<file path="config.mk">
export PLATFORM = sky130hd
export DESIGN_NAME = icache_victim_sel
export DESIGN_NICKNAME = d
export VERILOG_FILES = /design/src/hw/icache_pkg.sv /design/src/hw/icache_victim_sel.sv
export VERILOG_INCLUDE_DIRS = /design/src /design/src/hw
export SDC_FILE = /design/constraint.sdc
export NUM_CORES = 1
export LEC_CHECK = 0
export BUFFER_PORTS_ARGS = -buffer_cell sky130_fd_sc_hd__buf_2
export CAP_MARGIN = 20
export CORE_AREA = 4 4 41 43
export DETAILED_ROUTE_END_ITERATION = 7
export DIE_AREA = 0 0 45 47
export GPL_ROUTABILITY_DRIVEN = 0
export GPL_TIMING_DRIVEN = 0
export PLACE_DENSITY_LB_ADDON = 0.08
export SLEW_MARGIN = 20
export SYNTH_ARGS = -nofsm -noshare
export SYNTH_HDL_FRONTEND = slang
export SYNTH_SLANG_ARGS = --single-unit
</file>
<file path="constraint.sdc">
create_clock -name clk_i -period 2.2 [get_ports clk_i]
set_input_delay 0.33 -clock clk_i [delete_from_list [all_inputs] [get_ports clk_i]]
set_output_delay 0.33 -clock clk_i [all_outputs]
set_load 0.005 [all_outputs]
</file>
<file path="src/hw/icache_settings.svh">
// cache geometry and address split, included by the package and by every RTL file
`ifndef ICACHE_SETTINGS_SVH
`define ICACHE_SETTINGS_SVH

// fetch address width in bits
`define ICACHE_ADDR_W 32

// width of one fetched instruction word
`define ICACHE_WORD_W 32

// associativity
`define ICACHE_WAYS 2

// number of sets, power of two
`define ICACHE_SETS 16

// words per cache line, also the number of bus beats per refill
`define ICACHE_LINE_WORDS 4

// upper half of the address space is I/O, read uncached
`define ICACHE_NC_BIT 31

`endif

</file>
<file path="src/hw/icache_pkg.sv">
// derived widths, port structs and enums shared by all instruction cache modules
`include "icache_settings.svh"

package icache_pkg;

  // address split: tag | index | byte offset
  localparam int OFFSET_W  = $clog2(`ICACHE_LINE_WORDS * `ICACHE_WORD_W / 8);
  localparam int INDEX_W   = $clog2(`ICACHE_SETS);
  localparam int TAG_W     = `ICACHE_ADDR_W - INDEX_W - OFFSET_W;
  localparam int WAY_IDX_W = (`ICACHE_WAYS > 1) ? $clog2(`ICACHE_WAYS) : 1;
  localparam int LINE_W    = `ICACHE_LINE_WORDS * `ICACHE_WORD_W;

  // fetch port, request side
  typedef struct packed {
    logic                      req;
    logic [`ICACHE_ADDR_W-1:0] addr;
  } fetch_req_t;

  // fetch port, response side
  typedef struct packed {
    logic                      valid;
    logic [`ICACHE_WORD_W-1:0] data;
  } fetch_rsp_t;

  // wishbone classic, master to slave
  typedef struct packed {
    logic                      cyc;
    logic                      stb;
    logic                      we;
    logic [`ICACHE_ADDR_W-1:0] adr;
  } wb_m2s_t;

  // wishbone classic, slave to master
  typedef struct packed {
    logic                      ack;
    logic [`ICACHE_WORD_W-1:0] dat;
  } wb_s2m_t;

  typedef enum logic [1:0] {FLUSH, IDLE, LOOKUP, REFILL} ctrl_state_e;

  // full line for cacheable misses, single word for I/O fetches
  typedef enum logic {REFILL_LINE, REFILL_WORD} refill_kind_e;

endpackage

</file>
<file path="src/hw/icache_victim_sel.sv">
// replacement way select, first invalid way or a pseudo random way once the set is full
`timescale 1ns/100ps
`include "icache_settings.svh"

module icache_victim_sel import icache_pkg::*; (
  input  logic                    clk_i,
  input  logic                    rst_ni,
  input  logic [`ICACHE_WAYS-1:0] valid_i,
  input  logic                    advance_i,
  output logic [WAY_IDX_W-1:0]    way_o
);

  // x^4 + x^3 + 1, maximal length
  localparam int LFSR_W = 4;

  logic [LFSR_W-1:0]    lfsr_q;
  logic [WAY_IDX_W-1:0] inv_way;
  logic                 all_valid;

  assign all_valid = &valid_i;

  // lowest invalid way
  always_comb begin
    inv_way = '0;
    for (int w = `ICACHE_WAYS - 1; w >= 0; w--) begin
      if (!valid_i[w]) begin
        inv_way = WAY_IDX_W'(w);
      end
    end
  end

  // only steps when a full set actually gets a line replaced
  always_ff @(posedge clk_i or negedge rst_ni) begin
    if (!rst_ni) begin
      lfsr_q <= LFSR_W'(1);
    end else if (advance_i && all_valid) begin
      lfsr_q <= {lfsr_q[LFSR_W-2:0], lfsr_q[LFSR_W-1] ^ lfsr_q[LFSR_W-2]};
    end
  end

  assign way_o = all_valid ? lfsr_q[WAY_IDX_W-1:0] : inv_way;

endmodule

</file>
* After elaboration in Yosys (flattened, before gate mapping) *
Cells that the tools add are included.

storage, ports and cells
  output and inout bits = 1
  bits in registers = 4

cells by class
  reduce and logical (&&, ||, !) cells = 2
  mux-type cells = 3
  bitwise logic cells = 1

operators by type and width
  kind                 number
  1-bit 2-to-1 mux     3
  2-bit AND reduction  1
  1-bit logical AND    1
  1-bit XOR            1

* Depth between registers and ports, before layout *
  depth after elaboration = 3
  gate-level depth with buffers = 2
  depth with buffers taken out = 2

* Least setup slack after synthesis *
Ideal clock, no wire load.

  path type = flip-flop to output port
  start = register lfsr_q[0]
  end = output way_o
  data arrival time = 734 ps
  path slack = 1136 ps
  stages on the path, launching flop included = 3
  path through = dfstp_2 > inv_1 > a21boi_0

on the way
  word-level cells in the longest chain between the ends = 1

ends and longest elaborated chain
  element                   line                     RTL
  start: declaration        icache_victim_sel.sv:16  logic [LFSR_W-1:0] lfsr_q;
  start signal: assignment  icache_victim_sel.sv:37  lfsr_q <= {lfsr_q[LFSR_W-2:0], lfsr_q[LFSR_W-1] ^ lfsr_q[LFSR_W-2]};
  1-bit 2-to-1 mux          icache_victim_sel.sv:41  assign way_o = all_valid ? lfsr_q[WAY_IDX_W-1:0] : inv_way;
  end: declaration          icache_victim_sel.sv:10  output logic [WAY_IDX_W-1:0] way_o

No other way between the ends.

* Worst setup path in the final report *
Ends and elaborated chain as after synthesis.

==> metrics.cfg <==
[detailed_routing]
drtAntennaViolNets=0
avgViaCountPerCell=3.38
first_iter_violations=1
drc=0
dr_total_vias=125
wl_um=313
first_pass_iters=2
wl_per_cell_um=8.46

[floorplan]
io_pins=6
num_rows=13
die_x_um=45
core_area_um2=1300
dieArea_um2=2120
start_util_pct=13.5
die_h_um=47

[synthesis]
syn_inst=12
synth-seq-cells=4
syn-mean-instance-area_um2=14.6
synthDistinctLibCells=8
synth_area_um2=175
yosysWarnings=0
ys_seq_area_share_pct=57.9
syn_nets=17

[sta]
period_share_pct=64.2
fmax_mhz=708
drv_slew=0
layout_min_cycle_time_ns=1.41
final_hold_viol_count=0
finalWorstSetupSlack_ns=0.787
rsz0062_at_grt=no
setup_viol=0
worst_slew_pin_slew_ns=0.142
fin_tns_setup_ns=0
fin_skew_ns=0.00913
slew_headroom_pct=90.3

[global_route]
grt_pass1_wl_um=552
grtUsageTotal_pct=4.21
grt_max_degree=5
grt_pass1_vias=135
antenna_found_initial=0
grt_overflow=0

[finish]
fillerInstances=153
largest_register_ffs=4
top_regs=lfsr_q: 4 flops
syn_to_final_growth_pct=45.7
regMostFlops=lfsr_q
drive_gt1_share_pct=45.5
mostFrequentLayoutCell=buf_2
final_nets=28
most-common-layout-cells=buf_2 (5), mux2_1 (3), clkbuf_4 (3), dfrtp_1 (3)
diodes=0

[power]
p_per_area_nw_per_um2=1180
ir_drop_v=0.000279
leakage_uw=0.000121

[critical_path]
critical-path-max-stage-delay_ns=0.52
end_kind=primary output
critical_path_required_ns=1.87
worst_path_max_delay_cell=dfstp_2
critical_path_class=flip-flop to primary output
crit_chain=inv_1 -> a21boi_0 -> buf_2
crit_arrival_ns=1.08
cp_top_family=flip-flops
worst-path-buf-inv=2
crit_path_start_kind=flip-flop
critPathMaxFanout=2

[clocking]
clk_pin_slew_ns=0.04
cts_tree=yes
cts_buffers=3
cts-root-buf=clkbuf_4
cts_resized=0
cts_buffer_depth=2
hold_buffers=1
cts.htree.levels=1
cts.sinks=4
clock_latency_ns=0.24
cts_setup_buffers=0

[run]
maxCapViolations=0

[placement]
numPortBuffers=5
preCtsSetupSlack_ns=1.02

[run_status]
status=finished, final reports clean

[min_path]
hold_path.class=input port to asynchronous set/reset pin

==> Yosys cell counts <==
master | number | area share [%]
xnor2_1 | 1 | 5.0
nand3_2 | 1 | 5.7
a21boi_0 | 1 | 4.3
mux2i_1 | 1 | 5.7
dfstp_2 | 1 | 15
dfrtp_1 | 3 | 43
inv_1 | 1 | 2.1
mux2_1 | 3 | 19
==> logic make-up after synthesis <==
logic type             after synthesis  share of synthesized area (%)
AO/OA/AOI/OAI                        1                           4.29
XOR/XNOR                             1                           5.00
AND/OR/NAND/NOR                      1                           5.71
flip-flops                           4                           57.9
multiplexers                         4                           25.0
buffers and inverters                1                           2.14
==> path summary, 6_finish.rpt <==
check	slack, ns	cells past startpoint	startpoint	to
worst max-delay path	0.79	3	lfsr_q[0]$_DFFE_PN1P_	way_o
worst min-delay path	0.42	2	rst_ni	lfsr_q[2]$_DFFE_PN0P_
worst max register to register	1.39	1	lfsr_q[2]$_DFFE_PN0P_	lfsr_q[2]$_DFFE_PN0P_
worst min register to register	0.47	1	lfsr_q[1]$_DFFE_PN0P_	lfsr_q[2]$_DFFE_PN0P_
max in group asynchronous	1.56	2	rst_ni	lfsr_q[0]$_DFFE_PN1P_
min in group clk_i	0.42	3	advance_i	lfsr_q[0]$_DFFE_PN1P_
==> final cells by class <==
type	count	area [um^2]	share of cell area [%]
sequential	4	101	39.7
multi-input combinational	7	70.1	27.5
timing repair buffer	6	35.0	13.7
clock buffer	4	26.3	10.3
tap	15	18.8	7.35
inverter	1	3.75	1.47
==> power by group <==
group          switching [uW]  total [uW]  internal, uW
Combinational            23.5        61.7          38.1
Clock                    33.0         101          68.2
Sequential               22.1         138           116
==> through the flow <==
stage | power [uW] | cell area (um^2) | utilization, % | std cells | hold WS, ns
floorplan | 180 | 175 | - | 12 | 0.0344
global placement | 200 | 219 | 16.8 | 32 | 0.141
detailed placement | 201 | 219 | 16.8 | 32 | 0.141
CTS | 310 | 255 | 19.6 | 37 | 0.413
global route | 331 | 255 | 19.6 | 37 | 0.430
finish | 301 | 255 | 19.6 | 37 | 0.418
==> metal layers <==
metal	vias to the layer above	GRT usage (%)	part of all wire (%)	routed length [um]
li1	63	-	-	-
met1	57	5.30	46	145
met2	5	4.24	42	131
met3	0	2.30	12	37
met4	0	5.26	0	0
met5	-	0	0	0
(Power assumes the default switching activity.)
