$ cat src/hw/icache_settings.svh
// cache geometry and address split, included by the package and by every RTL file
`ifndef ICACHE_SETTINGS_SVH
`define ICACHE_SETTINGS_SVH

// fetch address width in bits
`define ICACHE_ADDR_W 32

// width of one fetched instruction word
`define ICACHE_WORD_W 32

// associativity
`define ICACHE_WAYS 2

// number of sets, power of two
`define ICACHE_SETS 16

// words per cache line, also the number of bus beats per refill
`define ICACHE_LINE_WORDS 4

// upper half of the address space is I/O, read uncached
`define ICACHE_NC_BIT 31

`endif

$ cat src/hw/icache_pkg.sv
// derived widths, port structs and enums shared by all instruction cache modules
`include "icache_settings.svh"

package icache_pkg;

  // address split: tag | index | byte offset
  localparam int OFFSET_W  = $clog2(`ICACHE_LINE_WORDS * `ICACHE_WORD_W / 8);
  localparam int INDEX_W   = $clog2(`ICACHE_SETS);
  localparam int TAG_W     = `ICACHE_ADDR_W - INDEX_W - OFFSET_W;
  localparam int WAY_IDX_W = (`ICACHE_WAYS > 1) ? $clog2(`ICACHE_WAYS) : 1;
  localparam int LINE_W    = `ICACHE_LINE_WORDS * `ICACHE_WORD_W;

  // fetch port, request side
  typedef struct packed {
    logic                      req;
    logic [`ICACHE_ADDR_W-1:0] addr;
  } fetch_req_t;

  // fetch port, response side
  typedef struct packed {
    logic                      valid;
    logic [`ICACHE_WORD_W-1:0] data;
  } fetch_rsp_t;

  // wishbone classic, master to slave
  typedef struct packed {
    logic                      cyc;
    logic                      stb;
    logic                      we;
    logic [`ICACHE_ADDR_W-1:0] adr;
  } wb_m2s_t;

  // wishbone classic, slave to master
  typedef struct packed {
    logic                      ack;
    logic [`ICACHE_WORD_W-1:0] dat;
  } wb_s2m_t;

  typedef enum logic [1:0] {FLUSH, IDLE, LOOKUP, REFILL} ctrl_state_e;

  // full line for cacheable misses, single word for I/O fetches
  typedef enum logic {REFILL_LINE, REFILL_WORD} refill_kind_e;

endpackage

$ cat src/hw/icache_data_array.sv
// line storage per way, written on refill and read out as the word of the hitting way
`timescale 1ns/100ps
`include "icache_settings.svh"

module icache_data_array import icache_pkg::*; (
  input  logic                      clk_i,
  input  logic                      lookup_i,
  input  logic [INDEX_W-1:0]        index_i,
  // word index within the line
  input  logic [OFFSET_W-3:0]       offset_i,
  input  logic                      fill_i,
  input  logic [WAY_IDX_W-1:0]      fill_way_i,
  input  logic [LINE_W-1:0]         fill_line_i,
  input  logic [WAY_IDX_W-1:0]      hit_way_i,
  output logic [`ICACHE_WORD_W-1:0] word_o
);

  logic [LINE_W-1:0]   line_mem [`ICACHE_WAYS][`ICACHE_SETS];
  logic [LINE_W-1:0]   rd_line_q [`ICACHE_WAYS];
  logic [OFFSET_W-3:0] offset_q;
  logic [LINE_W-1:0]   sel_line;

  // whole line written into the victim way
  always_ff @(posedge clk_i) begin
    if (fill_i) begin
      line_mem[fill_way_i][index_i] <= fill_line_i;
    end
    // all ways read in parallel, way chosen after the tag compare
    if (lookup_i) begin
      for (int w = 0; w < `ICACHE_WAYS; w++) begin
        rd_line_q[w] <= line_mem[w][index_i];
      end
      offset_q <= offset_i;
    end
  end

  assign sel_line = rd_line_q[hit_way_i];
  // word 0 sits in the low bits of the line
  assign word_o   = sel_line[offset_q * `ICACHE_WORD_W +: `ICACHE_WORD_W];

endmodule

$ cat config.mk
export PLATFORM = sky130hd
export DESIGN_NAME = icache_data_array
export DESIGN_NICKNAME = d
export VERILOG_FILES = /design/src/hw/icache_pkg.sv /design/src/hw/icache_data_array.sv
export VERILOG_INCLUDE_DIRS = /design/src /design/src/hw
export SDC_FILE = /design/constraint.sdc
export NUM_CORES = 2
export LEC_CHECK = 0
export BUFFER_PORTS_ARGS = -buffer_cell sky130_fd_sc_hd__buf_2
export CAP_MARGIN = 20
export CELL_PAD_IN_SITES_DETAIL_PLACEMENT = 1
export CELL_PAD_IN_SITES_GLOBAL_PLACEMENT = 2
export CORE_ASPECT_RATIO = 1.4
export CORE_MARGIN = 2
export CORE_UTILIZATION = 35
export CTS_CLUSTER_DIAMETER = 60
export DETAILED_ROUTE_END_ITERATION = 12
export GPL_ROUTABILITY_DRIVEN = 0
export PLACE_DENSITY_LB_ADDON = 0.1
export REMOVE_ABC_BUFFERS = 1
export SETUP_SLACK_MARGIN = 0.05
export SLEW_MARGIN = 20
export SYNTH_ARGS = -nofsm -noshare
export SYNTH_HDL_FRONTEND = slang
export SYNTH_MEMORY_MAX_BITS = 65536
export SYNTH_SLANG_ARGS = --single-unit
$ cat constraint.sdc
create_clock -name clk_i -period 10.1 [get_ports clk_i]
set_input_delay 2.02 -clock clk_i [delete_from_list [all_inputs] [get_ports clk_i]]
set_output_delay 2.02 -clock clk_i [all_outputs]
set_load 0.005 [all_outputs]
# After elaboration in Yosys (flattened, before gate mapping)
# Memories as Yosys holds them, arrays and structs flattened.
# Cells that the tools add are included.
# W data, S select, Z words.
# classes
addsub	0
multipliers	0
n_div	0
magnitude_cmp	2
n_eq_ne	0
shift	1
muxes	12
bitwise	1
reduce_logical	1
# op_table
cell	n
$mux W2048	1
$bmux W128 S4	2
$mux W128	5
$demux W128 S4	1
$shiftx A128 B8 Y32	1
$ge A5 B5 Y1 const B	1
$lt A5 B1 Y1 const B	1
$not A4 Y5	1
$mux W1	3
$logic_and A1 B1 Y1	1
# word_totals
regBits	2
latch_bits	0
ramBits	4352
romBits	0
inputBits	139
output_inout_bits	32
elab_cells	20
mem_count	2
# memory_table
memory	words	width	rd	rd_ports_with_merged_regs	write_ports	line	source
line_mem	2	2048	2	0	1	icache_data_array.sv:18	logic [LINE_W-1:0] line_mem [`ICACHE_WAYS][`ICACHE_SETS];
rd_line_q	2	128	1	0	2	icache_data_array.sv:19	logic [LINE_W-1:0] rd_line_q [`ICACHE_WAYS];

# Longest topological paths before layout
# logic_depth
word_depth	6
ltp_mapped	7
depth_no_buf	3

# Worst setup path before layout
# Ideal clock, no wire load.
# synth_timing
kind	input port to flip-flop
startpoint	input port index_i[0]
endpoint	memory line_mem[0][384] in the netlist's numbering (enable)
setup_time_ns	0.617
t_arrival_ns	8.322
required_ns	9.483
slack_ns	1.161
cell_stages	5
n_path_buf	3
path_cell_list	buf_4 -> buf_6 -> or3b_2 -> clkbuf_1 -> nor2_1
# synth_between
elab_chain_cells	6
word_cells_on_any_way	7
cone_classes	2 x order compare; 3 x mux; 1 x bitwise; 1 x reduce/logical
# synth_lines
item	line	source
start, declared	icache_data_array.sv:8	input logic [INDEX_W-1:0] index_i,
$not A4 Y5 (not written as such) (*)	icache_data_array.sv:26	line_mem[fill_way_i][index_i] <= fill_line_i;
$ge A5 B5 Y1 (not written as such) or $lt A5 B1 Y1 (tied branches)	icache_data_array.sv:26	
$logic_and A1 B1 Y1 (not written as such)	icache_data_array.sv:26	
$mux W128 (not written as such)	icache_data_array.sv:26	
$demux W128 S4 (*)	icache_data_array.sv:26	
$mux W2048 (not written as such) (*)	icache_data_array.sv:26	
end, declared	icache_data_array.sv:18	
# Every way passes the cells marked *; elsewhere a longest branch is shown, timed or not.

# Worst setup path after layout
# layout_timing
startpoint	input port hit_way_i
endpoint	output port word_o[21]
# layout_between
elab_chain_cells	2
# layout_lines
item	line	source
start, declared	icache_data_array.sv:14	input logic [WAY_IDX_W-1:0] hit_way_i,
$mem_v2 Z2 W128	--	
$shiftx A128 B8 Y32	icache_data_array.sv:39	assign word_o = sel_line[offset_q * `ICACHE_WORD_W +: `ICACHE_WORD_W];
end, declared	icache_data_array.sv:15	output logic [`ICACHE_WORD_W-1:0] word_o
# No other way between the ends.

==> flow_summary.toml <==
[clocking]
cts_buffers = 438
cts.repair.resized = 0
clkLatencyLatePin_ns = 1.06
clk_pin_slew_ns = 0.06
cts_buffer_depth = 4
hold_buffers = 0
post-cts-setup-buffers = 0
root_buffer = "clkbuf_16"
htree_levels = 5
cts.sinks = 4354
tritoncts = "yes"

[critical_path]
cp_data_arrival_time_ns = 4.16
crit_slowest_cell = "mux4_2"
path_class = "input port to output port"
cp_max_fo = 34
crit_chain = "buf_8 -> buf_12 -> mux4_2 -> mux2_2 -> buf_2"
end_kind = "output port"
startpoint_type = "input port"
rr_endpoint = "rd_line_q[1][68]"
required_ns = 8.08
r2r_slack_ns = 8.43
slowest_delay_ns = 0.56
rr_worst_depth = 3
r2r-start = "line_mem[1][196]"

[power_and_ir_drop]
p_clk_frac = 0.419
p_seq_frac = 0.535
p_leak_nw = 57.2
p_sw_frac = 0.217
peakVddDrop_v = 0.000135
powerDensity_mw_per_mm2 = 205
internal_power_mw = 29.7
pwr-share-comb = 0.046
netSwitchingPower_mw = 8.22

[sta]
fmax_mhz = 162
rsz0062_at_grt = "false"
drv_slew = 0
fin_crit_sh = 0.612
tightest_slew_ns = 1.12
skew_ns = 0.0470
setup_violations = 0
worst_slack_ns = 3.92
fin_crit_ns = 6.18
timing_hold_violations_final = 0
fin_hold_ws_ns = 0.727
max-slew-margin-rel = 0.249

[status]
status = "finished clean"

[layout]
final_common_cell = "edfxtp_1"
nets = 7226
drive_above_1_share = 0.284
final_util = 0.400
stdcell_area_sq_mm = 0.185
mostFrequentLayoutCells = "edfxtp_1 (4354), mux4_2 (1088), a22oi_1 (512), clkbuf_16 (446), nand2_1 (257)"
layout.cells.non_filler = 13573
multi_input_comb_area_sq_mm = 0.0302
register_area_sq_mm = 0.131
nFillCells = 42361
area_growth_pct = 14.0

[floorplanning]
core_area_sq_mm = 0.463
start_util = 0.351
fp-row-count = 296
chipHeight_um = 810
io_pins = 171
dieArea_sq_mm = 0.470
dieWidth_um = 580

[placement]
io_buffers = 170
dpl_cell_area_sq_mm = 0.172
dp_hpwl_um = 227000
pre_cts_ws_ns = 3.74
placed_cells = 12756

[synth]
avgSynthCellArea_sq_um = 24.4
synth_area_sq_mm = 0.163
syn_inst = 6655
yosysTopAreaCell = "edfxtp_1"
ys_types = 17
synthTopCellsByArea = "edfxtp_1 (80%), mux4_2 (15%), a22oi_1 (2.4%), nand2_1 (0.59%), clkbuf_1 (0.36%)"
ys_seq_area_frac = 0.804
ys_seq_elements = 4354
ys_warn_count = 0
synth_top_area_frac = 0.804

[global_routing]
overflow = 0
use_met1 = 0.260
grt_use_met2 = 0.362
grt_pass1_wl_um = 664000
grt_usage = 0.201
grt_pass1_vias = 82142
grt_busiest_layer = "met2"
met3_usage = 0.0250
antenna_found_initial = 61
grt_max_degree = 111

[route]
wl_per_cell_um = 34.9
postRouteWirelength_um = 473000
ant_nets = 0
drt_iter0_drc = 6732
num_vias = 74149
firstDrtPassIters = 6
avgViaCountPerCell = 5.46
drc_errors = 0

[worst_hold_path]
holdPathStages = 3
min_to = "rd_line_q[0][79]"
min_path_type = "register to register"
min_from = "line_mem[0][463]"

[run]
drv_cap = 0
[per-layer routing]
layer  up-vias  share of wire
met5         -        0.00021
met4        18          0.018
met3       538          0.037
met2      1427           0.53
met1     42406           0.42
li1      29760              -
[through the flow]
stage / TNS [ns] / power [mW]
3_5_place_dp: 0 / 22.5
5_1_grt: 0 / 39.1
3_3_place_gp: 0 / 22.4
4_1_cts: 0 / 38.4
6_report: 0 / 37.9
2_1_floorplan: -288.50 / 21.5
[how the worst max path moves through the flow]
stage               startpoint                 to  slack, ns  cells past startpoint
CTS                  hit_way_i         word_o[21]       3.75                      5
global placement     hit_way_i         word_o[21]       3.79                      5
detailed placement   hit_way_i         word_o[21]       3.74                      5
floorplan           index_i[2]  rd_line_q[1][126]      -1.14                      3
finish               hit_way_i         word_o[21]       3.92                      5
global route         hit_way_i         word_o[21]       3.78                      5
[Yosys cell counts]
master and instances:
edfxtp_1 4354, mux4_2 1088, mux2_2 32, buf_1 73, clkbuf_1 155, buf_6 49, nand2_1 257, nor2b_1 2
buf_2 65, or3_1 1, nor2_1 34, nand3b_1 5, buf_4 22, or3b_2 3, a22oi_1 512, and2_1 1
nand3_1 2
[final cells by class]
class | instances | area share
clock buffer | 527 | 0.0619
multi-input combinational | 1937 | 0.163
timing repair buffer | 356 | 0.0160
antenna | 15 | 0.000203
sequential | 4354 | 0.706
tap | 6109 | 0.0413
clock inverter | 275 | 0.0122
[cell families after synthesis]
group	after synthesis	synth area share
flops	4354	0.804
mux	1120	0.153
compound gates	512	0.0236
buf+inv	364	0.0117
simple gates	305	0.00733
[flip-flops by register name, indices dropped and copies added (netlist names)]
register	cells
line_mem	4096
rd_line_q	256
offset_q	2
[power groups by stage]
| stage | logic [mW] | clock network [mW] | registers, mW |
|---|---|---|---|
| detailed placement | 1.79 | 0 | 20.7 |
| global placement | 1.76 | 0 | 20.7 |
| finish | 1.73 | 15.9 | 20.3 |
| CTS | 1.79 | 16.3 | 20.3 |
| global route | 1.88 | 17.0 | 20.3 |
| floorplan | 0.815 | 0 | 20.7 |
[worst max-delay path: cells and delay by family]
family   cells  cell delay (ns)
buf+inv      3             1.08
mux          2             0.92
(Power assumes the default switching activity.)
