==> src/hw/icache_settings.svh <==
// cache geometry and address split, included by the package and by every RTL file
`ifndef ICACHE_SETTINGS_SVH
`define ICACHE_SETTINGS_SVH

// fetch address width in bits
`define ICACHE_ADDR_W 32

// width of one fetched instruction word
`define ICACHE_WORD_W 32

// associativity
`define ICACHE_WAYS 2

// number of sets, power of two
`define ICACHE_SETS 16

// words per cache line, also the number of bus beats per refill
`define ICACHE_LINE_WORDS 4

// upper half of the address space is I/O, read uncached
`define ICACHE_NC_BIT 31

`endif

==> src/hw/icache_pkg.sv <==
// derived widths, port structs and enums shared by all instruction cache modules
`include "icache_settings.svh"

package icache_pkg;

  // address split: tag | index | byte offset
  localparam int OFFSET_W  = $clog2(`ICACHE_LINE_WORDS * `ICACHE_WORD_W / 8);
  localparam int INDEX_W   = $clog2(`ICACHE_SETS);
  localparam int TAG_W     = `ICACHE_ADDR_W - INDEX_W - OFFSET_W;
  localparam int WAY_IDX_W = (`ICACHE_WAYS > 1) ? $clog2(`ICACHE_WAYS) : 1;
  localparam int LINE_W    = `ICACHE_LINE_WORDS * `ICACHE_WORD_W;

  // fetch port, request side
  typedef struct packed {
    logic                      req;
    logic [`ICACHE_ADDR_W-1:0] addr;
  } fetch_req_t;

  // fetch port, response side
  typedef struct packed {
    logic                      valid;
    logic [`ICACHE_WORD_W-1:0] data;
  } fetch_rsp_t;

  // wishbone classic, master to slave
  typedef struct packed {
    logic                      cyc;
    logic                      stb;
    logic                      we;
    logic [`ICACHE_ADDR_W-1:0] adr;
  } wb_m2s_t;

  // wishbone classic, slave to master
  typedef struct packed {
    logic                      ack;
    logic [`ICACHE_WORD_W-1:0] dat;
  } wb_s2m_t;

  typedef enum logic [1:0] {FLUSH, IDLE, LOOKUP, REFILL} ctrl_state_e;

  // full line for cacheable misses, single word for I/O fetches
  typedef enum logic {REFILL_LINE, REFILL_WORD} refill_kind_e;

endpackage

==> src/hw/icache_refill_wb.sv <==
// wishbone classic read master, fetches a full line or a single word for the cache
`timescale 1ns/100ps
`include "icache_settings.svh"

module icache_refill_wb import icache_pkg::*; (
  input  logic                      clk_i,
  input  logic                      rst_ni,
  input  logic                      start_i,
  input  refill_kind_e              kind_i,
  input  logic [`ICACHE_ADDR_W-1:0] addr_i,
  input  wb_s2m_t                   wb_i,
  output wb_m2s_t                   wb_o,
  output logic                      done_o,
  output logic [LINE_W-1:0]         line_o,
  output logic [`ICACHE_WORD_W-1:0] word_o
);

  localparam int BEAT_W = $clog2(`ICACHE_LINE_WORDS);

  logic                      busy_q, stb_q, done_q;
  refill_kind_e              kind_q;
  logic [BEAT_W-1:0]         beat_q;
  logic [`ICACHE_ADDR_W-1:0] adr_q;
  logic [LINE_W-1:0]         line_q;
  logic [`ICACHE_WORD_W-1:0] word_q;
  logic                      beat_ack, last_ack;

  assign beat_ack = stb_q & wb_i.ack;
  assign last_ack = beat_ack & ((kind_q == REFILL_WORD) ||
                                (beat_q == BEAT_W'(`ICACHE_LINE_WORDS - 1)));

  ////////////////////
  // bus sequencing

  always_ff @(posedge clk_i or negedge rst_ni) begin
    if (!rst_ni) begin
      busy_q <= 1'b0;
      stb_q  <= 1'b0;
      done_q <= 1'b0;
      kind_q <= REFILL_LINE;
      beat_q <= '0;
    end else begin
      done_q <= last_ack;
      if (start_i) begin
        busy_q <= 1'b1;
        stb_q  <= 1'b1;
        kind_q <= kind_i;
        beat_q <= '0;
      end else if (beat_ack) begin
        // idle cycle between beats
        stb_q  <= 1'b0;
        beat_q <= beat_q + 1'b1;
        if (last_ack) begin
          busy_q <= 1'b0;
        end
      end else if (busy_q) begin
        stb_q <= 1'b1;
      end
    end
  end

  // line refills start aligned to the line, I/O reads to the word
  always_ff @(posedge clk_i) begin
    if (start_i) begin
      adr_q <= (kind_i == REFILL_LINE) ? {addr_i[`ICACHE_ADDR_W-1:OFFSET_W], {OFFSET_W{1'b0}}}
                                       : {addr_i[`ICACHE_ADDR_W-1:2], 2'b00};
    end else if (beat_ack) begin
      adr_q  <= adr_q + `ICACHE_ADDR_W'(`ICACHE_WORD_W / 8);
      line_q[beat_q * `ICACHE_WORD_W +: `ICACHE_WORD_W] <= wb_i.dat;
      word_q <= wb_i.dat;
    end
  end

  // read only master, cyc follows stb
  assign wb_o.cyc = stb_q;
  assign wb_o.stb = stb_q;
  assign wb_o.we  = 1'b0;
  assign wb_o.adr = adr_q;

  assign done_o = done_q;
  assign line_o = line_q;
  assign word_o = word_q;

  adr_stable: assert property (@(posedge clk_i) disable iff (!rst_ni)
    wb_o.stb && !wb_i.ack |=> wb_o.stb && $stable(wb_o.adr))
    else $error("icache_refill_wb: strobe or address changed before ack");

endmodule

==> config.mk <==
export PLATFORM = sky130hd
export DESIGN_NAME = icache_refill_wb
export DESIGN_NICKNAME = d
export VERILOG_FILES = /design/src/hw/icache_pkg.sv /design/src/hw/icache_refill_wb.sv
export VERILOG_INCLUDE_DIRS = /design/src /design/src/hw
export SDC_FILE = /design/constraint.sdc
export NUM_CORES = 1
export LEC_CHECK = 0
export BUFFER_PORTS_ARGS = -buffer_cell sky130_fd_sc_hd__buf_2
export CAP_MARGIN = 20
export CORE_UTILIZATION = 40
export CTS_CLUSTER_DIAMETER = 50
export DETAILED_ROUTE_END_ITERATION = 10
export GPL_ROUTABILITY_DRIVEN = 0
export GPL_TIMING_DRIVEN = 0
export HOLD_SLACK_MARGIN = 0.03
export PLACE_DENSITY = 0.66
export SLEW_MARGIN = 10
export SYNTH_ARGS = -nofsm -noshare
export SYNTH_HDL_FRONTEND = slang
export SYNTH_SLANG_ARGS = --single-unit
==> constraint.sdc <==
create_clock -name clk_i -period 4.4 [get_ports clk_i]
set_input_delay 0.88 -clock clk_i [delete_from_list [all_inputs] [get_ports clk_i]]
set_output_delay 0.88 -clock clk_i [all_outputs]
set_load 0.1 [all_outputs]
# Yosys cells after proc, flatten, opt, wreduce, memory -nomap -nowiden
# Cells that the tools add are included.
dict set report word_totals {
  inputBits 69
  word_cells 35
  regBits 198
}
dict set report op_classes {
  bitwise 3
  muxes 12
  n_shift 2
  eq_ne 1
  reduce_logical 6
  addsub 3
}
# operator count
set op_table {}
lappend op_table {{$bwmux 128} 1}
lappend op_table {{$shift 32x34->128 const A} 1}
lappend op_table {{$shiftx 32x34->128} 1}
lappend op_table {{$mux 32} 2}
lappend op_table {{$neg 7->34} 1}
lappend op_table {{$add 32x3->32 const B} 1}
lappend op_table {{$mux 1} 6}
lappend op_table {{$mux 2} 2}
lappend op_table {{$mux 4} 1}
lappend op_table {{$reduce_and 2->1} 2}
lappend op_table {{$reduce_bool 2->1} 2}
lappend op_table {{$reduce_bool 3->1} 1}
lappend op_table {{$add 2x1->2 const B} 1}
lappend op_table {{$and 1x1->1} 2}
lappend op_table {{$eq 2x2->1 const B} 1}
lappend op_table {{$logic_or 1x1->1} 1}
lappend op_table {{$not 1->1} 1}

# Depth between registers and ports, before layout
dict set report depth {
  word_depth 6
  mapped_depth 6
}

# Least setup slack after synthesis
# Ideal clock, no wire load.
dict set report synth_timing {
  path_type {input-to-reg}
  startpoint {input start_i}
  endpoint {register line_q[100], in the netlist line_o[100] (enable)}
  path_slack_ns 0.501
  required_ns 4.008
  setup_ns 0.392
  arrival_ns 3.507
  n_path_buf 1
  cell_stages 3
  cell_sequence {clkbuf_1 -> nor2_1 -> and2_1}
}
dict set report synth_via {
  elab_chain_len 2
}
# item line_no
set synth_rtl {}
lappend synth_rtl {{start: declaration} icache_refill_wb.sv:8} ;# input logic start_i,
lappend synth_rtl {{$not 1->1 (no line)} --}
lappend synth_rtl {{$reduce_and 2->1 (no line)} --}
lappend synth_rtl {{end signal: indexed assignment} icache_refill_wb.sv:69} ;# line_q[beat_q * `ICACHE_WORD_W +: `ICACHE_WORD_W] <= wb_i.dat;
lappend synth_rtl {{end: declaration} icache_refill_wb.sv:24} ;# logic [LINE_W-1:0] line_q;
# Every way passes these cells.
# A chain may end at the register's enable or synchronous reset.

# Worst setup path after layout
dict set report layout_timing {
  startpoint {input start_i}
  endpoint {register line_q[116], in the netlist line_o[116] (enable)}
}
# The elaborated chain is that of the path after synthesis.

==> results.json <==
{
  "drc": 0,
  "ff2ff_path_depth": 5,
  "die_area_mm2": 0.0205,
  "rsz0062_at_grt": "false",
  "antenna_found_initial": 1,
  "p_switching_w": 0.00156,
  "hold_viol_final": 0,
  "first_pass_iters": 4,
  "yosysWarnings": 0,
  "grt.total_usage_pct": 20.0,
  "overflow": 0,
  "grt_pass1_wl_mm": 29.7,
  "combPwrFrac_pct": 19.0,
  "holdBufCountCts": 0,
  "pwr-share-seq_pct": 47.4,
  "insertion_delay_ps": 430,
  "vias": 5378,
  "via_per_inst": 4.86,
  "num_rows": 51,
  "die_h_um": 143,
  "htree_levels": 4,
  "powerDensity_mw_per_mm2": 450,
  "fmax_ghz": 0.394,
  "syn_area_per_cell_um2": 14.7,
  "finalHoldWorstSlack_ps": 260,
  "cts_buffers": 17,
  "min_period_ps": 2540,
  "hold_class": "input port to async pin",
  "finalCritPeriodShare_pct": 57.7,
  "rr_endpoint": "line_o[95]",
  "placed_area_mm2": 0.00972,
  "slew_headroom_pct": 46.5,
  "ios": 265,
  "clock_path_buffers": 2,
  "io_buffers": 259,
  "cts_resized": 0,
  "drt_iter0_drc": 349,
  "drv_slew": 0,
  "post_cts_buffers": 0,
  "dp_hpwl_mm": 14.5,
  "cts-root-buf": "clkbuf_16",
  "crit_path_max_fanout": 28,
  "wl_per_cell_um": 18.3,
  "antenna_cells": 0,
  "area_growth_pct": 29.8,
  "numClockSinks": 196,
  "tritoncts": "built",
  "grt_pass1_vias": 5029,
  "ant_nets": 0,
  "grt_max_degree": 31,
  "fillers": 1628,
  "synth_area_mm2": 0.00796,
  "clock_skew_ps": 11.5,
  "synth_cells": 543,
  "p_leak_nw": 3.99,
  "fin_nets": 903,
  "reg2reg_slack_ps": 1870,
  "setup_viol": 0,
  "clock_power_share_pct": 33.6,
  "path_class": "input port to flip-flop",
  "cp.arrival_ps": 2670,
  "worstPathRequired_ps": 4530,
  "yosysSeqAreaShare_pct": 73.6,
  "initial_core_util_pct": 40.9,
  "finalWirelength_mm": 20.2,
  "tns_ps": 0,
  "tightest_slew_ps": 801,
  "cap_viol_max_count": 0,
  "status": "complete, no violations",
  "dieWidth_um": 143,
  "netSwitchingFraction_pct": 33.6,
  "ys_seq_elements": 196,
  "timing.rr.start": "beat_q[0]",
  "critPathLaunchType": "input port",
  "crit_path_end_kind": "flip-flop",
  "crit_path_end": "line_o[116]",
  "p_int_w": 0.00309,
  "ir_worst_vdd_uv": 259,
  "coreArea_mm2": 0.0195,
  "drive_gt1_share_pct": 37.8,
  "crit_start": "start_i",
  "final_util_pct": 53.0,
  "ys_types": 37,
  "clkTransAtPathRegs_ps": 80,
  "fin_area_mm2": 0.0103
}
==> metal layers <==
layer / routed length, um / GRT usage [%]
met5: 0 / 0
met1: 8370 / 25.1
met3: 1690 / 5.37
met4: 193 / 5.43
met2: 9950 / 34.1
==> layout make-up <==
type                       count  area [um^2]  area share (%)
sequential                   196         5860            56.7
timing repair buffer         264         1410            13.7
multi-input combinational    310         1940            18.8
tap                          265          332            3.21
inverter                       8         30.0           0.291
clock inverter                14          173            1.67
clock buffer                  18          429            4.16
buffer                        31          153            1.48
==> power groups by stage <==
stage	logic (W)	clock network (W)	registers, W
floorplan	0.000197	0	0.00273
global placement	0.000875	0	0.00224
detailed placement	0.000894	0	0.00224
CTS	0.000894	0.00159	0.00220
global route	0.000931	0.00165	0.00221
finish	0.000885	0.00156	0.00220
==> flip-flops by register name (all words and copies together), names as in the netlist <==
register and count:
adr_q 30, stb_q 1, beat_q 2, kind_q 1, busy_q 1, line_o 128
word_o 32, done_o 1
==> through the flow <==
step                      worst slack, ps  power [W]  instances
final                                1860    0.00465       1106
after detailed placement             1300    0.00314       1074
after CTS                            1720    0.00468       1106
after global placement              -1600    0.00312       1069
after global routing                 1540    0.00480       1106
after floorplan                       501    0.00293        545
==> worst min path at each step <==
| stage | end | slack, ps | depth (start not counted) |
|---|---|---|---|
| floorplan | stb_q | 460 | 2 |
| global placement | stb_q | 480 | 2 |
| detailed placement | stb_q | 480 | 2 |
| CTS | done_o | 250 | 1 |
| global route | done_o | 250 | 1 |
| finish | done_o | 260 | 1 |
==> synthesized netlist by cell type <==
cell | count | area share [%]
or4_1 | 11 | 1.0
nand3_1 | 15 | 0.94
nor3_1 | 2 | 0.13
mux2_2 | 1 | 0.14
a311o_1 | 2 | 0.25
xor2_1 | 7 | 0.77
nand3_4 | 1 | 0.22
and4_1 | 2 | 0.22
clkbuf_1 | 20 | 0.94
dfrtp_1 | 6 | 1.9
and2_1 | 134 | 11
xnor2_1 | 6 | 0.66
nand4_1 | 9 | 0.71
nor3b_1 | 3 | 0.28
o21ai_0 | 18 | 1.1
a31oi_1 | 14 | 1.1
and4_4 | 1 | 0.14
nand4_4 | 1 | 0.27
conb_1 | 1 | 0.047
buf_6 | 1 | 0.14
or4b_1 | 1 | 0.13
or3_1 | 2 | 0.16
nor2_1 | 21 | 0.99
ha_1 | 6 | 0.94
or3_2 | 1 | 0.094
nor4_1 | 1 | 0.079
buf_1 | 1 | 0.047
and3_1 | 5 | 0.39
a21oi_1 | 1 | 0.063
and3_2 | 2 | 0.19
o41ai_1 | 1 | 0.11
buf_2 | 2 | 0.13
edfxtp_1 | 190 | 72
buf_4 | 7 | 0.66
inv_1 | 8 | 0.38
o31ai_1 | 11 | 1.0
nand2_1 | 28 | 1.3
==> cell usage in the layout, fill, tap and decap left out, types with 2 or more instances in the layout <==
master,count
inv_6,4
buf_2,261
xor2_1,7
and3_2,2
buf_12,3
xnor2_1,6
o31ai_1,11
nor3b_1,3
inv_1,8
or4_1,11
and4_1,2
edfxtp_1,190
inv_12,2
clkbuf_16,17
nor2_1,20
nand3_1,15
a311o_1,2
or3_1,2
conb_1,3
nor3_1,2
and2_1,130
buf_16,2
nand4_1,9
a31oi_1,14
clkbuf_1,21
nand2_1,27
and2_2,4
and3_1,5
ha_1,6
buf_4,7
o21ai_0,18
clkinv_8,3
dfrtp_1,6
inv_8,5
==> logic make-up after synthesis <==
logic type / share of synthesized area, %
buffers and inverters: 2.30
AO/OA/AOI/OAI: 3.70
multiplexers: 0.142
XOR/XNOR: 1.43
AND/OR/NAND/NOR: 17.8
flip-flops: 73.6
other: 0.0471
adder cells (fa/ha/maj): 0.944
==> worst max-delay path, stage by stage <==
cell and delay, ps:
buf_2 110, clkbuf_1 260, nor2_4 420, buf_12 250, and2_2 500, buf_16 230
Power figures use the tool's default switching activity.
