## src/hw/icache_settings.svh

```systemverilog
// cache geometry and address split, included by the package and by every RTL file
`ifndef ICACHE_SETTINGS_SVH
`define ICACHE_SETTINGS_SVH

// fetch address width in bits
`define ICACHE_ADDR_W 32

// width of one fetched instruction word
`define ICACHE_WORD_W 32

// associativity
`define ICACHE_WAYS 2

// number of sets, power of two
`define ICACHE_SETS 16

// words per cache line, also the number of bus beats per refill
`define ICACHE_LINE_WORDS 4

// upper half of the address space is I/O, read uncached
`define ICACHE_NC_BIT 31

`endif

```

## src/hw/icache_pkg.sv

```systemverilog
// derived widths, port structs and enums shared by all instruction cache modules
`include "icache_settings.svh"

package icache_pkg;

  // address split: tag | index | byte offset
  localparam int OFFSET_W  = $clog2(`ICACHE_LINE_WORDS * `ICACHE_WORD_W / 8);
  localparam int INDEX_W   = $clog2(`ICACHE_SETS);
  localparam int TAG_W     = `ICACHE_ADDR_W - INDEX_W - OFFSET_W;
  localparam int WAY_IDX_W = (`ICACHE_WAYS > 1) ? $clog2(`ICACHE_WAYS) : 1;
  localparam int LINE_W    = `ICACHE_LINE_WORDS * `ICACHE_WORD_W;

  // fetch port, request side
  typedef struct packed {
    logic                      req;
    logic [`ICACHE_ADDR_W-1:0] addr;
  } fetch_req_t;

  // fetch port, response side
  typedef struct packed {
    logic                      valid;
    logic [`ICACHE_WORD_W-1:0] data;
  } fetch_rsp_t;

  // wishbone classic, master to slave
  typedef struct packed {
    logic                      cyc;
    logic                      stb;
    logic                      we;
    logic [`ICACHE_ADDR_W-1:0] adr;
  } wb_m2s_t;

  // wishbone classic, slave to master
  typedef struct packed {
    logic                      ack;
    logic [`ICACHE_WORD_W-1:0] dat;
  } wb_s2m_t;

  typedef enum logic [1:0] {FLUSH, IDLE, LOOKUP, REFILL} ctrl_state_e;

  // full line for cacheable misses, single word for I/O fetches
  typedef enum logic {REFILL_LINE, REFILL_WORD} refill_kind_e;

endpackage

```

## src/hw/icache_ctrl.sv

```systemverilog
// instruction cache controller FSM, sequences flush, lookup, refill and the fetch response
`timescale 1ns/100ps
`include "icache_settings.svh"

module icache_ctrl import icache_pkg::*; (
  input  logic                      clk_i,
  input  logic                      rst_ni,
  input  logic                      flush_i,
  input  fetch_req_t                fetch_req_i,
  input  logic                      hit_i,
  input  logic [`ICACHE_WORD_W-1:0] hit_word_i,
  input  logic                      refill_done_i,
  input  logic [LINE_W-1:0]         refill_line_i,
  input  logic [`ICACHE_WORD_W-1:0] refill_word_i,
  output logic                      ready_o,
  output fetch_rsp_t                fetch_rsp_o,
  output logic                      miss_o,
  output logic                      lookup_o,
  output logic [INDEX_W-1:0]        index_o,
  output logic [TAG_W-1:0]          tag_o,
  output logic                      flush_o,
  output logic [INDEX_W-1:0]        flush_set_o,
  output logic                      fill_o,
  output logic                      refill_start_o,
  output refill_kind_e              refill_kind_o,
  output logic [`ICACHE_ADDR_W-1:0] refill_addr_o
);

  ctrl_state_e               state_d, state_q;
  // address of the request in lookup or refill
  logic [`ICACHE_ADDR_W-1:0] addr_q;
  logic                      flush_d, flush_q;
  logic [INDEX_W-1:0]        flush_cnt_q;
  logic                      addr_nc;
  logic                      flush_done;
  logic [`ICACHE_WORD_W-1:0] line_word;

  ////////////////////
  // address split

  assign addr_nc    = addr_q[`ICACHE_NC_BIT];
  assign flush_done = (flush_cnt_q == INDEX_W'(`ICACHE_SETS - 1));

  // arrays are read with the incoming address, written with the latched one
  assign index_o = lookup_o ? fetch_req_i.addr[OFFSET_W +: INDEX_W]
                            : addr_q[OFFSET_W +: INDEX_W];
  assign tag_o   = addr_q[`ICACHE_ADDR_W-1 -: TAG_W];

  assign flush_set_o   = flush_cnt_q;
  assign refill_addr_o = addr_q;
  assign refill_kind_o = addr_nc ? REFILL_WORD : REFILL_LINE;

  // requested word out of the refilled line, fetches are word aligned
  assign line_word = refill_line_i[addr_q[OFFSET_W-1:2] * `ICACHE_WORD_W +: `ICACHE_WORD_W];

  ////////////////////
  // next state logic

  always_comb begin
    state_d        = state_q;
    flush_d        = flush_q | flush_i;
    ready_o        = 1'b0;
    lookup_o       = 1'b0;
    flush_o        = 1'b0;
    fill_o         = 1'b0;
    miss_o         = 1'b0;
    refill_start_o = 1'b0;
    fetch_rsp_o    = '0;

    unique case (state_q)
      // one set cleared per cycle, a pending flush is covered by this pass
      FLUSH: begin
        flush_o = 1'b1;
        flush_d = 1'b0;
        if (flush_done) begin
          state_d = IDLE;
        end
      end
      IDLE: begin
        if (flush_q) begin
          state_d = FLUSH;
        end else begin
          ready_o = 1'b1;
          if (fetch_req_i.req) begin
            lookup_o = 1'b1;
            state_d  = LOOKUP;
          end
        end
      end
      // tag compare on the registered read, I/O addresses never hit
      LOOKUP: begin
        if (hit_i && !addr_nc) begin
          fetch_rsp_o.valid = 1'b1;
          fetch_rsp_o.data  = hit_word_i;
          if (flush_q) begin
            state_d = FLUSH;
          end else begin
            // keep accepting so that hits stream back to back
            ready_o = 1'b1;
            state_d = IDLE;
            if (fetch_req_i.req) begin
              lookup_o = 1'b1;
              state_d  = LOOKUP;
            end
          end
        end else begin
          miss_o         = !addr_nc;
          refill_start_o = 1'b1;
          state_d        = REFILL;
        end
      end
      // bus latency is open ended, just wait for done
      REFILL: begin
        if (refill_done_i) begin
          fetch_rsp_o.valid = 1'b1;
          fetch_rsp_o.data  = addr_nc ? refill_word_i : line_word;
          fill_o            = !addr_nc;
          state_d           = flush_q ? FLUSH : IDLE;
        end
      end
      default: begin
        state_d = FLUSH;
      end
    endcase
  end

  ////////////////////
  // registers

  always_ff @(posedge clk_i or negedge rst_ni) begin
    if (!rst_ni) begin
      state_q     <= FLUSH;
      flush_q     <= 1'b0;
      flush_cnt_q <= '0;
    end else begin
      state_q <= state_d;
      flush_q <= flush_d;
      // wraps to zero at the end of a pass
      if (flush_o) begin
        flush_cnt_q <= flush_cnt_q + 1'b1;
      end
    end
  end

  always_ff @(posedge clk_i) begin
    if (lookup_o) begin
      addr_q <= fetch_req_i.addr;
    end
  end

  // the refill master only answers the refill the FSM is waiting on
  refill_done_in_refill: assert property (@(posedge clk_i) disable iff (!rst_ni)
    refill_done_i |-> state_q == REFILL)
    else $error("icache_ctrl: refill done arrived outside the refill state");

endmodule

```

## config.mk

```make
export PLATFORM = sky130hd
export DESIGN_NAME = icache_ctrl
export DESIGN_NICKNAME = d
export VERILOG_FILES = /design/src/hw/icache_pkg.sv /design/src/hw/icache_ctrl.sv
export VERILOG_INCLUDE_DIRS = /design/src /design/src/hw
export SDC_FILE = /design/constraint.sdc
export NUM_CORES = 1
export LEC_CHECK = 0
export BUFFER_PORTS_ARGS = -buffer_cell sky130_fd_sc_hd__buf_2
export CAP_MARGIN = 5
export CORE_AREA = 2 2 129 131
export DETAILED_ROUTE_END_ITERATION = 12
export DIE_AREA = 0 0 131 133
export SYNTH_ARGS = -nofsm -noshare
export SYNTH_HDL_FRONTEND = slang
export SYNTH_SLANG_ARGS = --single-unit
```

## constraint.sdc

```tcl
create_clock -name clk_i -period 2.1 [get_ports clk_i]
set_input_delay 0.105 -clock clk_i [delete_from_list [all_inputs] [get_ports clk_i]]
set_output_delay 0.105 -clock clk_i [all_outputs]
set_load 0.1 [all_outputs]
```

Yosys cells after proc, flatten, opt, wreduce, memory -nomap -nowiden
Index checks and enable logic that the tools add are counted.

Register bits after elaboration: 39. Input port bits: 230. Output and inout port bits: 104.

Add/subtract/negate cells: 1. Equal/unequal tests: 7. Shift-type cells: 1. Muxes and demuxes: 30. Bitwise gates (word level): 1. Reductions and logical operators: 4.

Operators with widths (number): indexed part select 128 x 8 -> 32 bit (1); two-way mux 33 bit (2); case mux 33 bit (2 select lines) (1); two-way mux 32 bit (1); two-way mux 1 bit (15); two-way mux 2 bit (7); case mux 2 bit (4 select lines) (1); adder 4 x 1 -> 4 bit (second input constant) (1); equality test 2 bit (second input constant) (2); equality test 4 bit (second input constant) (1); two-way mux 4 bit (1); != test 2 bit (second input constant) (2); case mux 1 bit (2 select lines) (2); != test 3 bit (second input constant) (1); AND reduction 3 bit (1); equality test 2 x 1 -> 1 bit (second input constant) (1); logical NOT 2 bit (1); logical AND 1 bit (1); logical NOT 1 bit (1); bitwise OR 1 bit (1).

Logic depth before layout (Yosys ltp)
Word-level depth: 5. Gate-level depth with buffers: 7. Mapped depth without buffers: 6.

Least setup slack after synthesis
OpenSTA, ideal clock, no wires.

Kind: reg2reg. Start: register addr_q[31] (netlist: refill_addr_o[31]). End: register addr_q[0] (netlist: refill_addr_o[0]), enable pin. Data arrival time: 3.435 ns. Data required time: 1.685 ns. Slack: -1.750 ns. Stages on the path, launching flop included: 6. Path buffers: 1. Period minus slack after synthesis: 3.850 ns. Cells stage by stage: edfxtp_1 and3b_1 buf_2 o211a_1 nand2_2 inv_1.

Cells in the longest elaborated chain, start to end: 4.

Ends and longest elaborated chain: from (decl) (RTL line icache_ctrl.sv:31) `` logic [`ICACHE_ADDR_W-1:0] addr_q; ``; from (signal assigned) (RTL line icache_ctrl.sv:147) `addr_q <= fetch_req_i.addr;`; logical NOT 1 bit (RTL line icache_ctrl.sv:92) `if (hit_i && !addr_nc) begin`; logical AND 1 bit (RTL line icache_ctrl.sv:92); two-way mux 1 bit (RTL line icache_ctrl.sv:92); case mux 1 bit (2 select lines) (RTL line icache_ctrl.sv:70) `unique case (state_q)`; via lookup_o (RTL line icache_ctrl.sv:18) `output logic lookup_o,`.

The timed path passes the listed nets, and every way through them passes these cells. A chain may end at the register's enable or synchronous reset.

==> impl_metrics.toml <==
[sta]
finalCriticalPeriod_ps = 2200
fin_crit_sh_pct = 105
slew_headroom_pct = 59.9
fin_ws_ps = -104
whs_ps = 11.6
rsz0062_at_grt = "yes"
hold_viol = 0
timing.fmax_mhz = 454
drv_slew = 0
worst_pin_slew_ps = 601
finClkSkew_ps = 4.15
setup_viol = 27

[pwr]
leakage_nw = 2.91
peakVddDrop_mv = 0.654
power_density_nw_per_um2 = 1140

[yosys]
synth_area_um2 = 2930
ys_ff_latch = 39
syn_area_per_cell_um2 = 13.1
synth.distinct_cells = 31
synth.net_count = 460
synth_cells = 224
synth_seq_area_share_pct = 38.8
synth-edff-count = 32
synth_ff_type = "edfxtp_1"
async_flop_share_pct = 17.9
yosysWarningCount = 0

[setup_path]
rr_startpoint = "state_q[0]$_DFFE_PN0P_"
startpoint_type = "flop"
end_kind = "output pin"
cp_max_fo = 7
setup.worst_path.class = "reg2out"
crit_required_ps = 2000
arrival_ps = 2100
r2r-end = "refill_addr_o[3]$_DFFE_PN_"
rrSetupSlack_ps = 180
reg2reg_depth = 8

[floorplanning]
die_h_um = 133
core_um2 = 16200
dieArea_um2 = 17400
dieWidth_um = 131
io_pins = 334
rows = 47
start_util_pct = 18.1

[cts]
cts_tree = "yes"
clock_path_buffers = 2
cts.sinks = 39
clk_latency_ps = 280
cts_root_buffer = "clkbuf_16"
htree_levels = 2
cts_buffers = 5
clkTransAtPathRegs_ps = 60

[global_route]
track_usage_pct = 15.1
grt_pass1_wl_mm = 19.8
grt-ovfl-total = 0
antenna_found_initial = 8
grt_pass1_vias = 3554
grt_start_max_net_pins = 34

[min_path]
worstHoldStart = "fetch_req_i[2]"
holdPathEnd = "refill_addr_o[2]$_DFFE_PN_"
whs_path_depth = 1
hold_path_class = "in2reg"

[drt]
wl_per_cell_um = 17.8
vias = 3597
viasPerCell = 4.50
drc_errors = 0
drtIter0Drc = 313
routed_wl_mm = 14.2
ant_nets = 0
first_pass_iters = 9

[placement]
hpwl_mm = 11.5
routabilityCongestion = 0.842
port-buffer-count = 333
dp_slack_ps = 131

[flow_run]
drv_cap = 0

[status]
violations = "setup timing"
outcome = "finished, violations left"

[cells_and_area]
syn_to_final_growth_pct = 105
drive_gt1_share_pct = 78.5
nets = 809
==> report_power, final <==
part,switching [mW],internal [mW]
clock network,0.288,0.553
logic,3.33,1.56
registers,0.115,1.01
total,3.74,3.12
==> what timing repair did <==
| item | in CTS | in global routing |
|---|---|---|
| setup buffers | 8 | 6 |
| pin swaps | 7 | 6 |
| setup endpoints to repair | 37 | 37 |
| hold buffers | 24 | 0 |
| cloned | 1 | 1 |
| hold endpoints to repair | 30 | 0 |
| gates resized for setup | 13 | 6 |
==> worst max-delay path by stage <==
stage / from / cells after the start / slack [ps] / to
2_1_floorplan: refill_addr_o[31]$_DFFE_PN_ / 5 / -1100 / refill_addr_o[0]$_DFFE_PN_
3_3_place_gp: refill_addr_o[2]$_DFFE_PN_ / 6 / 130 / fetch_rsp_o[31]
3_5_place_dp: refill_addr_o[2]$_DFFE_PN_ / 6 / 130 / fetch_rsp_o[31]
4_1_cts: refill_addr_o[2]$_DFFE_PN_ / 6 / -120 / fetch_rsp_o[31]
5_1_grt: refill_addr_o[2]$_DFFE_PN_ / 6 / -180 / fetch_rsp_o[0]
6_report: refill_addr_o[2]$_DFFE_PN_ / 7 / -100 / fetch_rsp_o[23]
==> critical path: stages (launching register included) <==
cell	delay [ps]
edfxtp_1	410
buf_12	170
buf_12	130
buf_4	130
mux4_2	400
a222oi_1	300
inv_2	80
buf_12	180
==> per-layer routing <==
metal / GRT usage [%] / wire length [µm]
met1: 17.9 / 5100
met2: 25.3 / 7120
met3: 4.00 / 1650
met4: 6.91 / 333
met5: 0 / 13
==> metrics by stage <==
stage               instance area [µm²]  TNS [ps]  utilization, %  total power [mW]  std cells
finish                             6020      -984            37.2              6.86        800
global route                       6020     -4080            37.2              7.12        800
CTS                                5910     -1300            36.5              6.83        786
detailed placement                 5370         0            33.2              5.81        746
global placement                   5370         0            33.2              5.78        746
floorplan                          2990    -48990               -              4.51        224
==> cells in the final DEF, fill, tap and decap left out, types with 6 or more instances in the layout <==
| cell type | n |
|---|---|
| dlygate4sd3_1 | 24 |
| diode_2 | 7 |
| a222oi_1 | 33 |
| clkbuf_16 | 6 |
| buf_2 | 293 |
| buf_12 | 47 |
| buf_4 | 18 |
| inv_1 | 7 |
| edfxtp_1 | 32 |
| inv_2 | 33 |
| mux4_2 | 32 |
==> sequential cells by signal (all words and copies together) (netlist names) <==
signal         flops
refill_addr_o     32
flush_set_o        4
state_q            2
flush_q            1
==> synthesized netlist by cell type, drive strengths merged, types with 2 or more instances <==
master / instances / area share (%)
o21a: 2 / 0.51
inv: 41 / 5.3
nor2: 4 / 0.51
ha: 6 / 2.6
xnor2: 2 / 0.60
mux4: 32 / 25
a222oi: 33 / 11
a21oi: 2 / 0.34
nand2: 3 / 0.47
edfxtp: 32 / 33
clkbuf: 7 / 0.90
buf: 36 / 9.0
mux2: 5 / 1.9
dfrtp: 7 / 6.0
==> layout make-up <==
type	instances	area, µm²
multi-input cells	101	1400
fillers	1565	10200
clock inverters	2	37.5
diodes	7	17.5
flip-flops and latches	39	1140
well taps	220	275
clock buffers	5	125
repair buffers	385	2860
inverters	41	158
==> kinds of logic (layout without fill, tap and decap cells) <==
logic type,Yosys count,count (layout),share of synthesized area [%]
AO/OA/AOI/OAI,42,42,13.5
XOR/XNOR,3,3,0.897
AND/OR/NAND/NOR,13,13,2.35
buffers and inverters,84,433,15.2
adder cells (fa/ha/maj),6,6,2.56
other,0,7,0
multiplexers,37,37,26.8
flip-flops,39,39,38.8
No activity file was read; power rests on OpenSTA's default activity.
